**src/adder_pkg.sv**
```systemverilog
`default_nettype none

package adder_pkg;

    ////////////////////////////////////////////////////////////////////////////
    // datapath widths
    ////////////////////////////////////////////////////////////////////////////

    // operand width, no carry-in and no carry-out
    localparam int data_width = 32;

    // delivered window is sum[data_width-1:result_lsb]
    localparam int result_lsb   = 7;
    localparam int result_width = data_width - result_lsb;

    ////////////////////////////////////////////////////////////////////////////
    // stage layout
    ////////////////////////////////////////////////////////////////////////////

    localparam int prefix_levels    = 6;
    localparam int levels_per_stage = 2;

    // one register after every levels_per_stage prefix levels
    localparam int pipe_depth = prefix_levels / levels_per_stage;

    ////////////////////////////////////////////////////////////////////////////
    // sideband fields
    ////////////////////////////////////////////////////////////////////////////

    localparam int ctr_width    = 3;
    localparam int remain_width = 10;

    // prefix word passed between the adder stages
    typedef struct packed {
        logic [data_width-1:0] g;
        logic [data_width-1:0] p;
        logic [data_width-1:0] half_sum;
    } pg_word_t;

    // caller fields that ride along with each operand pair
    typedef struct packed {
        logic [ctr_width-1:0]    ctr;
        logic                    flag;
        logic [remain_width-1:0] remain;
    } sideband_t;

endpackage

`default_nettype wire

```
**src/pg_front.sv**
```systemverilog
`timescale 1ns/1ps
`default_nettype none

module pg_front (
    input  logic                             clk,
    input  logic                             rst,
    input  logic [adder_pkg::data_width-1:0] a,
    input  logic [adder_pkg::data_width-1:0] b,
    output adder_pkg::pg_word_t              pg_out
);

    import adder_pkg::*;

    // bit-level generate and propagate
    logic [data_width-1:0] g_bit;
    logic [data_width-1:0] p_bit;

    // group terms after level 0 (pairs)
    logic [data_width-1:0] g_l0;
    logic [data_width-1:0] p_l0;

    // group terms after level 1 (groups of four)
    logic [data_width-1:0] g_l1;
    logic [data_width-1:0] p_l1;

    assign g_bit = a & b;
    assign p_bit = a ^ b;

    ////////////////////////////////////////////////////////////////////////////
    // level 0
    ////////////////////////////////////////////////////////////////////////////

    // odd bits take in their even neighbour
    for (genvar i = 0; i < data_width; i++) begin : g_lvl0
        if (i % 2 == 1) begin : g_merge
            assign g_l0[i] = g_bit[i] | (p_bit[i] & g_bit[i-1]);
            assign p_l0[i] = p_bit[i] & p_bit[i-1];
        end else begin : g_keep
            assign g_l0[i] = g_bit[i];
            assign p_l0[i] = p_bit[i];
        end
    end

    ////////////////////////////////////////////////////////////////////////////
    // level 1
    ////////////////////////////////////////////////////////////////////////////

    // upper pair of each group of four takes in bit 1 of that group
    for (genvar i = 0; i < data_width; i++) begin : g_lvl1
        if (i % 4 >= 2) begin : g_merge
            localparam int src = (i / 4) * 4 + 1;

            assign g_l1[i] = g_l0[i] | (p_l0[i] & g_l0[src]);
            assign p_l1[i] = p_l0[i] & p_l0[src];
        end else begin : g_keep
            assign g_l1[i] = g_l0[i];
            assign p_l1[i] = p_l0[i];
        end
    end

    ////////////////////////////////////////////////////////////////////////////
    // first pipeline register
    ////////////////////////////////////////////////////////////////////////////

    always_ff @(posedge clk) begin
        if (!rst) begin
            pg_out <= '0;
        end else begin
            pg_out.g        <= g_l1;
            pg_out.p        <= p_l1;
            // plain bit propagate is kept for the final xor
            pg_out.half_sum <= p_bit;
        end
    end

endmodule

`default_nettype wire

```
**src/prefix_adder.sv**
```systemverilog
`timescale 1ns/1ps
`default_nettype none

module prefix_adder (
    input  logic                               clk,
    input  logic                               rst,
    input  logic [adder_pkg::data_width-1:0]   a,
    input  logic [adder_pkg::data_width-1:0]   b,
    input  logic [adder_pkg::ctr_width-1:0]    ctr_in,
    input  logic                               flag_in,
    input  logic [adder_pkg::remain_width-1:0] remain_in,
    output logic [adder_pkg::result_width-1:0] sum_hi,
    output logic [adder_pkg::ctr_width-1:0]    ctr_out,
    output logic                               flag_out,
    output logic [adder_pkg::remain_width-1:0] remain_out
);

    import adder_pkg::*;

    // registered prefix words between the stages
    pg_word_t pg_s1;
    pg_word_t pg_s2;
    pg_word_t pg_s3;

    sideband_t side_in;
    sideband_t side_out;

    ////////////////////////////////////////////////////////////////////////////
    // adder datapath
    ////////////////////////////////////////////////////////////////////////////

    // bit terms and levels 0 and 1
    pg_front u_pg_front (
        .clk    (clk),
        .rst    (rst),
        .a      (a),
        .b      (b),
        .pg_out (pg_s1)
    );

    // levels 2 and 3
    prefix_stage #(
        .first_level (2)
    ) u_stage_l2 (
        .clk    (clk),
        .rst    (rst),
        .pg_in  (pg_s1),
        .pg_out (pg_s2)
    );

    // levels 4 and 5
    prefix_stage #(
        .first_level (4)
    ) u_stage_l4 (
        .clk    (clk),
        .rst    (rst),
        .pg_in  (pg_s2),
        .pg_out (pg_s3)
    );

    sum_window u_sum_window (
        .pg_in  (pg_s3),
        .sum_hi (sum_hi)
    );

    ////////////////////////////////////////////////////////////////////////////
    // sideband alignment
    ////////////////////////////////////////////////////////////////////////////

    assign side_in = '{ctr: ctr_in, flag: flag_in, remain: remain_in};

    sideband_pipe u_sideband_pipe (
        .clk      (clk),
        .rst      (rst),
        .side_in  (side_in),
        .side_out (side_out)
    );

    assign ctr_out    = side_out.ctr;
    assign flag_out   = side_out.flag;
    assign remain_out = side_out.remain;

endmodule

`default_nettype wire

```
**src/prefix_stage.sv**
```systemverilog
`timescale 1ns/1ps
`default_nettype none

module prefix_stage #(
    parameter int first_level = 2
) (
    input  logic                clk,
    input  logic                rst,
    input  adder_pkg::pg_word_t pg_in,
    output adder_pkg::pg_word_t pg_out
);

    import adder_pkg::*;

    // entry 0 is the stage input, entry n is the result after n levels
    logic [data_width-1:0] g_lvl [levels_per_stage+1];
    logic [data_width-1:0] p_lvl [levels_per_stage+1];

    assign g_lvl[0] = pg_in.g;
    assign p_lvl[0] = pg_in.p;

    ////////////////////////////////////////////////////////////////////////////
    // sklansky levels first_level .. first_level+levels_per_stage-1
    ////////////////////////////////////////////////////////////////////////////

    for (genvar l = 0; l < levels_per_stage; l++) begin : g_level
        // absolute level index, block size is 2**(lvl+1)
        localparam int lvl = first_level + l;

        for (genvar i = 0; i < data_width; i++) begin : g_bit
            // bit i sits in the upper half of its block when bit lvl of i is set
            if (((i >> lvl) & 1) == 1) begin : g_merge
                // top bit of the lower half of the same block
                localparam int src = ((i >> (lvl + 1)) << (lvl + 1)) + (1 << lvl) - 1;

                assign g_lvl[l+1][i] = g_lvl[l][i] | (p_lvl[l][i] & g_lvl[l][src]);
                assign p_lvl[l+1][i] = p_lvl[l][i] & p_lvl[l][src];
            end else begin : g_keep
                // also covers a top level with a block wider than the word
                assign g_lvl[l+1][i] = g_lvl[l][i];
                assign p_lvl[l+1][i] = p_lvl[l][i];
            end
        end
    end

    ////////////////////////////////////////////////////////////////////////////
    // stage register
    ////////////////////////////////////////////////////////////////////////////

    always_ff @(posedge clk) begin
        if (!rst) begin
            pg_out <= '0;
        end else begin
            pg_out.g        <= g_lvl[levels_per_stage];
            pg_out.p        <= p_lvl[levels_per_stage];
            // half-sum rides along untouched
            pg_out.half_sum <= pg_in.half_sum;
        end
    end

endmodule

`default_nettype wire

```
**src/sideband_pipe.sv**
```systemverilog
`timescale 1ns/1ps
`default_nettype none

module sideband_pipe (
    input  logic                 clk,
    input  logic                 rst,
    input  adder_pkg::sideband_t side_in,
    output adder_pkg::sideband_t side_out
);

    import adder_pkg::*;

    ////////////////////////////////////////////////////////////////////////////
    // delay line, one entry per adder register stage
    ////////////////////////////////////////////////////////////////////////////

    // entry 0 is loaded alongside pg_front, the last entry with the final stage
    sideband_t stage_q [pipe_depth];

    always_ff @(posedge clk) begin
        if (!rst) begin
            for (int s = 0; s < pipe_depth; s++) begin
                stage_q[s] <= '0;
            end
        end else begin
            stage_q[0] <= side_in;
            for (int s = 1; s < pipe_depth; s++) begin
                stage_q[s] <= stage_q[s-1];
            end
        end
    end

    // leaves in the same cycle as the matching sum window
    assign side_out = stage_q[pipe_depth-1];

endmodule

`default_nettype wire

```
**src/sum_window.sv**
```systemverilog
`timescale 1ns/1ps
`default_nettype none

module sum_window (
    input  adder_pkg::pg_word_t                pg_in,
    output logic [adder_pkg::result_width-1:0] sum_hi
);

    import adder_pkg::*;

    // only the window bits of the sum are built
    for (genvar i = result_lsb; i < data_width; i++) begin : g_sum
        if (i == 0) begin : g_lsb
            // no carry-in, so bit 0 is the half-sum itself
            assign sum_hi[i-result_lsb] = pg_in.half_sum[0];
        end else begin : g_xor
            // carry into bit i is the group generate of bits i-1 .. 0
            assign sum_hi[i-result_lsb] = pg_in.half_sum[i] ^ pg_in.g[i-1];
        end
    end

endmodule

`default_nettype wire

```
**config.mk**
```make
export PLATFORM = sky130hd
export DESIGN_NAME = prefix_adder
export DESIGN_NICKNAME = d
export VERILOG_FILES = /design/src/adder_pkg.sv /design/src/pg_front.sv /design/src/prefix_adder.sv /design/src/prefix_stage.sv /design/src/sideband_pipe.sv /design/src/sum_window.sv
export SDC_FILE = /design/constraint.sdc
export NUM_CORES = 1
export LEC_CHECK = 0
export BUFFER_PORTS_ARGS = -buffer_cell sky130_fd_sc_hd__buf_2
export CORE_MARGIN = 3
export CORE_UTILIZATION = 40
export CTS_CLUSTER_DIAMETER = 120
export CTS_CLUSTER_SIZE = 8
export DETAILED_ROUTE_END_ITERATION = 10
export GPL_TIMING_DRIVEN = 0
export PLACE_DENSITY = 0.68
export SYNTH_ARGS = -nofsm -noshare
export SYNTH_HDL_FRONTEND = slang
export SYNTH_SLANG_ARGS = --single-unit
```
**constraint.sdc**
```tcl
create_clock -name clk -period 1.2 [get_ports clk]
set_clock_uncertainty 0.2 [all_clocks]
set_input_delay 0.24 -clock clk [delete_from_list [all_inputs] [get_ports clk]]
set_output_delay 0.24 -clock clk [all_outputs]
set_load 0.01 [all_outputs]
```
==> results by group <==
Job
  • Max-Cap Viols: 0

Synthesis
  • Commonest cells in the synthesized netlist: dfxtp_1 (226), and2_1 (159), a21oi_1 (42)
  • Synthesized net count: 732
  • Post-synth EDFFs: 0
  • Yosys warns: 0
  • Syn Area/Cell: around 12 um2
  • Synth top area share: 0.629
  • Top FF cell, synth: dfxtp_1
  • Synth area leaders: dfxtp_1 (63%), and2_1 (14%), ha_1 (5.2%)
  • Sequential area share after synthesis: 0.629
  • Post-synthesis cell type count: 21
  • Async S/R FF share, synth: 0
  • FF+latch count, synth: ~230
  • Cell with the most instances after synthesis: dfxtp_1
  • Cell count after synthesis: just over 600
  • Area leader, netlist: dfxtp_1
  • Cell area after synthesis: roughly 0.007 mm2

Timing
  • Worst-margin pin slew: between 0.6 and 0.7 ns
  • Post-layout min period: roughly 1.6 ns
  • Setup-failing EPs final: 42
  • Final period util: 1.34
  • Worst slew margin: 0.584
  • RSZ-0062 raised after global routing: yes
  • Final Slew Violations: 0
  • Min Hold Slack: -0.0759 ns
  • Achievable frequency: 620 MHz
  • Final hold vios: 20
  • Setup ws final: -0.413 ns

Clock network
  • TritonCTS Buffers: 34
  • Clk sinks: between 200 and 250
  • TritonCTS clock tree: done
  • Setup Buffers After CTS: 0
  • CTS clock-pin slew for the worst setup and hold paths: around 0.04 ns
  • Deepest clock path buffer count: 3
  • H-tree Lvls: 2
  • Clk_lat worst skew: ~0.49 ns
  • CTS root buf: clkbuf_16

Setup path
  • Crit path from: u_stage_l4.pg_out[77]$_SDFF_PN0_
  • CP Capture Point: sum_hi[7]
  • R2R setup slack: 0.06 ns
  • CP Max Fanout: 1
  • R2R cell count: 4
  • Data required, critical path: between 0.7 and 0.8 ns
  • Crit path arrival time: 1.17 ns
  • R2R Path Start: u_stage_l2.pg_out[79]$_SDFF_PN0_
  • Critical path class: flop to output pin
  • Crit start category: flop
  • Critical R2R Capture: u_stage_l4.pg_out[85]$_SDFF_PN0_
  • CP Capture Type: output pin

Placement
  • Global placer's final weighted congestion: roughly 0.75
  • IO buf count: ~120
  • DP Wirelength: 9.34 mm
  • Post-DP Area: 0.00816 mm2

Global routing
  • First-pass GRT wire length: between 20 and 25 mm
  • Vias in the first global route: approximately 4800
  • Pin count of the biggest net entering global routing: 11
  • Total track usage: 0.152
  • Initial antenna violation count: 0
  • GR Overflow Total: 0

Detailed routing
  • Drt pass-1 iters: 4
  • Antenna Nets Post-Route: 0
  • DRC errors left: 0
  • Via density: about 4.4
  • Vias: 4590
  • Routed wire per std cell: 14.1 um
  • WL final: ~15 mm
  • DR iter-0 viols: ~170

Cells and area
  • Final instance area: slightly below 0.01 mm2
  • Nets: between 900 and 1000
  • Share of cells above drive strength 1: 0.343
  • Footprint of the multi-input gates: around 0.0026 mm2
  • Fill count: 1457
  • Layout Area Growth over Synthesis: 35.6%
  • Utilization after layout: 0.558
  • Ant diodes: 0
  • Reg area: 0.00461 mm2

Floorplanning
  • Site Rows: 48
  • Initial core utilization: 0.412
  • Core box area: roughly 0.017 mm2
  • Die Ht: between 100 and 150 um
  • I/O pins: between 100 and 150
  • Die Wd: 140 um
  • Total die area: 0.0196 mm2

Pwr
  • Worst VDD drop: roughly 0.9 mV
  • Total power divided by cell area: ~1800 mW/mm2
  • Lkg Pwr: between 4 and 5 nW

Hold path
  • HP Start: b[12]
  • Hold/Removal Path Class: primary input to flop

Run status
  • Failing checks: hold timing, setup timing
  • Status: finished, violations left
## cells in the final DEF (no fill, tap or decap), types with 19 or more instances in the layout
cell type	count
a21oi_1	35
and2_1	159
buf_2	104
buf_6	19
clkbuf_16	35
dfxtp_1	161
dfxtp_2	65
dlygate4sd3_1	46
ha_1	22
nor2b_1	34
xor2_1	20
## logic make-up (layout without fill, tap and decap cells)
group,count (synthesis),in the layout,synth area share
xor+xnor,26,26,0.0317
flops,226,226,0.629
fa+ha+maj,30,30,0.0522
buf+inv,39,228,0.0365
compound gates,72,72,0.0558
simple gates,229,229,0.195
## metal layers
metal | part of all wire | global-route usage | up-vias
li1 | - | - | 2343
met1 | 0.42 | 0.172 | 2099
met2 | 0.51 | 0.278 | 110
met3 | 0.038 | 0.0324 | 38
met4 | 0.033 | 0.0632 | 0
met5 | 0 | 0 | -
## worst max-delay path: stages (launching register included)
cell     delay [ns]
dfxtp_2        0.32
xor2_2         0.20
buf_2          0.17
## what timing repair did
| action | CTS | global route |
|---|---|---|
| pin swaps | 18 | 17 |
| hold buffers | 54 | 7 |
| endpoints found under the hold margin | 69 | 14 |
| endpoints found under the setup margin | 51 | 86 |
| resized for setup | 72 | 34 |
## worst min-delay path by stage
stage	slack [ns]	endpoint	depth (start not counted)
final	-0.08	u_pg_front.pg_out[12]$_SDFF_PN0_	3
after global routing	-0.04	u_pg_front.pg_out[12]$_SDFF_PN0_	3
after CTS	-0.05	u_pg_front.pg_out[11]$_SDFF_PN0_	3
after detailed placement	0.22	u_stage_l2.pg_out[9]$_SDFF_PN0_	1
after global placement	0.21	u_sideband_pipe.stage_q[0][29]$_SDFF_PN0_	1
after floorplan	0.17	u_sideband_pipe.stage_q[0][0]$_SDFF_PN0_	1
## cell type report
type                            count  share of cell area
Timing Repair Buffer              165               0.119
Buffer                             26              0.0182
Clock buffer                       35              0.0898
Sequential cell                   226               0.472
Multi-Input combinational cell    357               0.270
Tap cell                          225              0.0289
Clock inverter                      2             0.00180
## report_power, final
group	switching [mW]	total (mW)	internal [mW]
registers	0.115	8.00	7.89
clock network	2.89	7.98	5.09
logic	0.561	1.24	0.675
total	3.56	17.2	13.7
## metrics by stage
| step | instances | total power, mW | hold WS (ns) | TNS (ns) | worst slack, ns |
|---|---|---|---|---|---|
| 2_1_floorplan | 622 | 8.72 | 0.167 | -0.0478 | -0.0443 |
| 3_3_place_gp | 964 | 9.14 | 0.214 | -12.80 | -0.231 |
| 3_5_place_dp | 964 | 9.16 | 0.217 | -13.34 | -0.262 |
| 4_1_cts | 1042 | 17.3 | -0.0467 | -12.75 | -0.424 |
| 5_1_grt | 1036 | 17.9 | -0.0431 | -12.29 | -0.429 |
| 6_report | 1036 | 17.2 | -0.0759 | -10.53 | -0.413 |
## registers in the layout, summed over array words and instances (netlist names)
signal	flops
u_stage_l4.pg_out	50
u_pg_front.pg_out	70
u_sideband_pipe.stage_q	42
u_stage_l2.pg_out	64
Note: power is estimated with default switching activity, not from simulation.
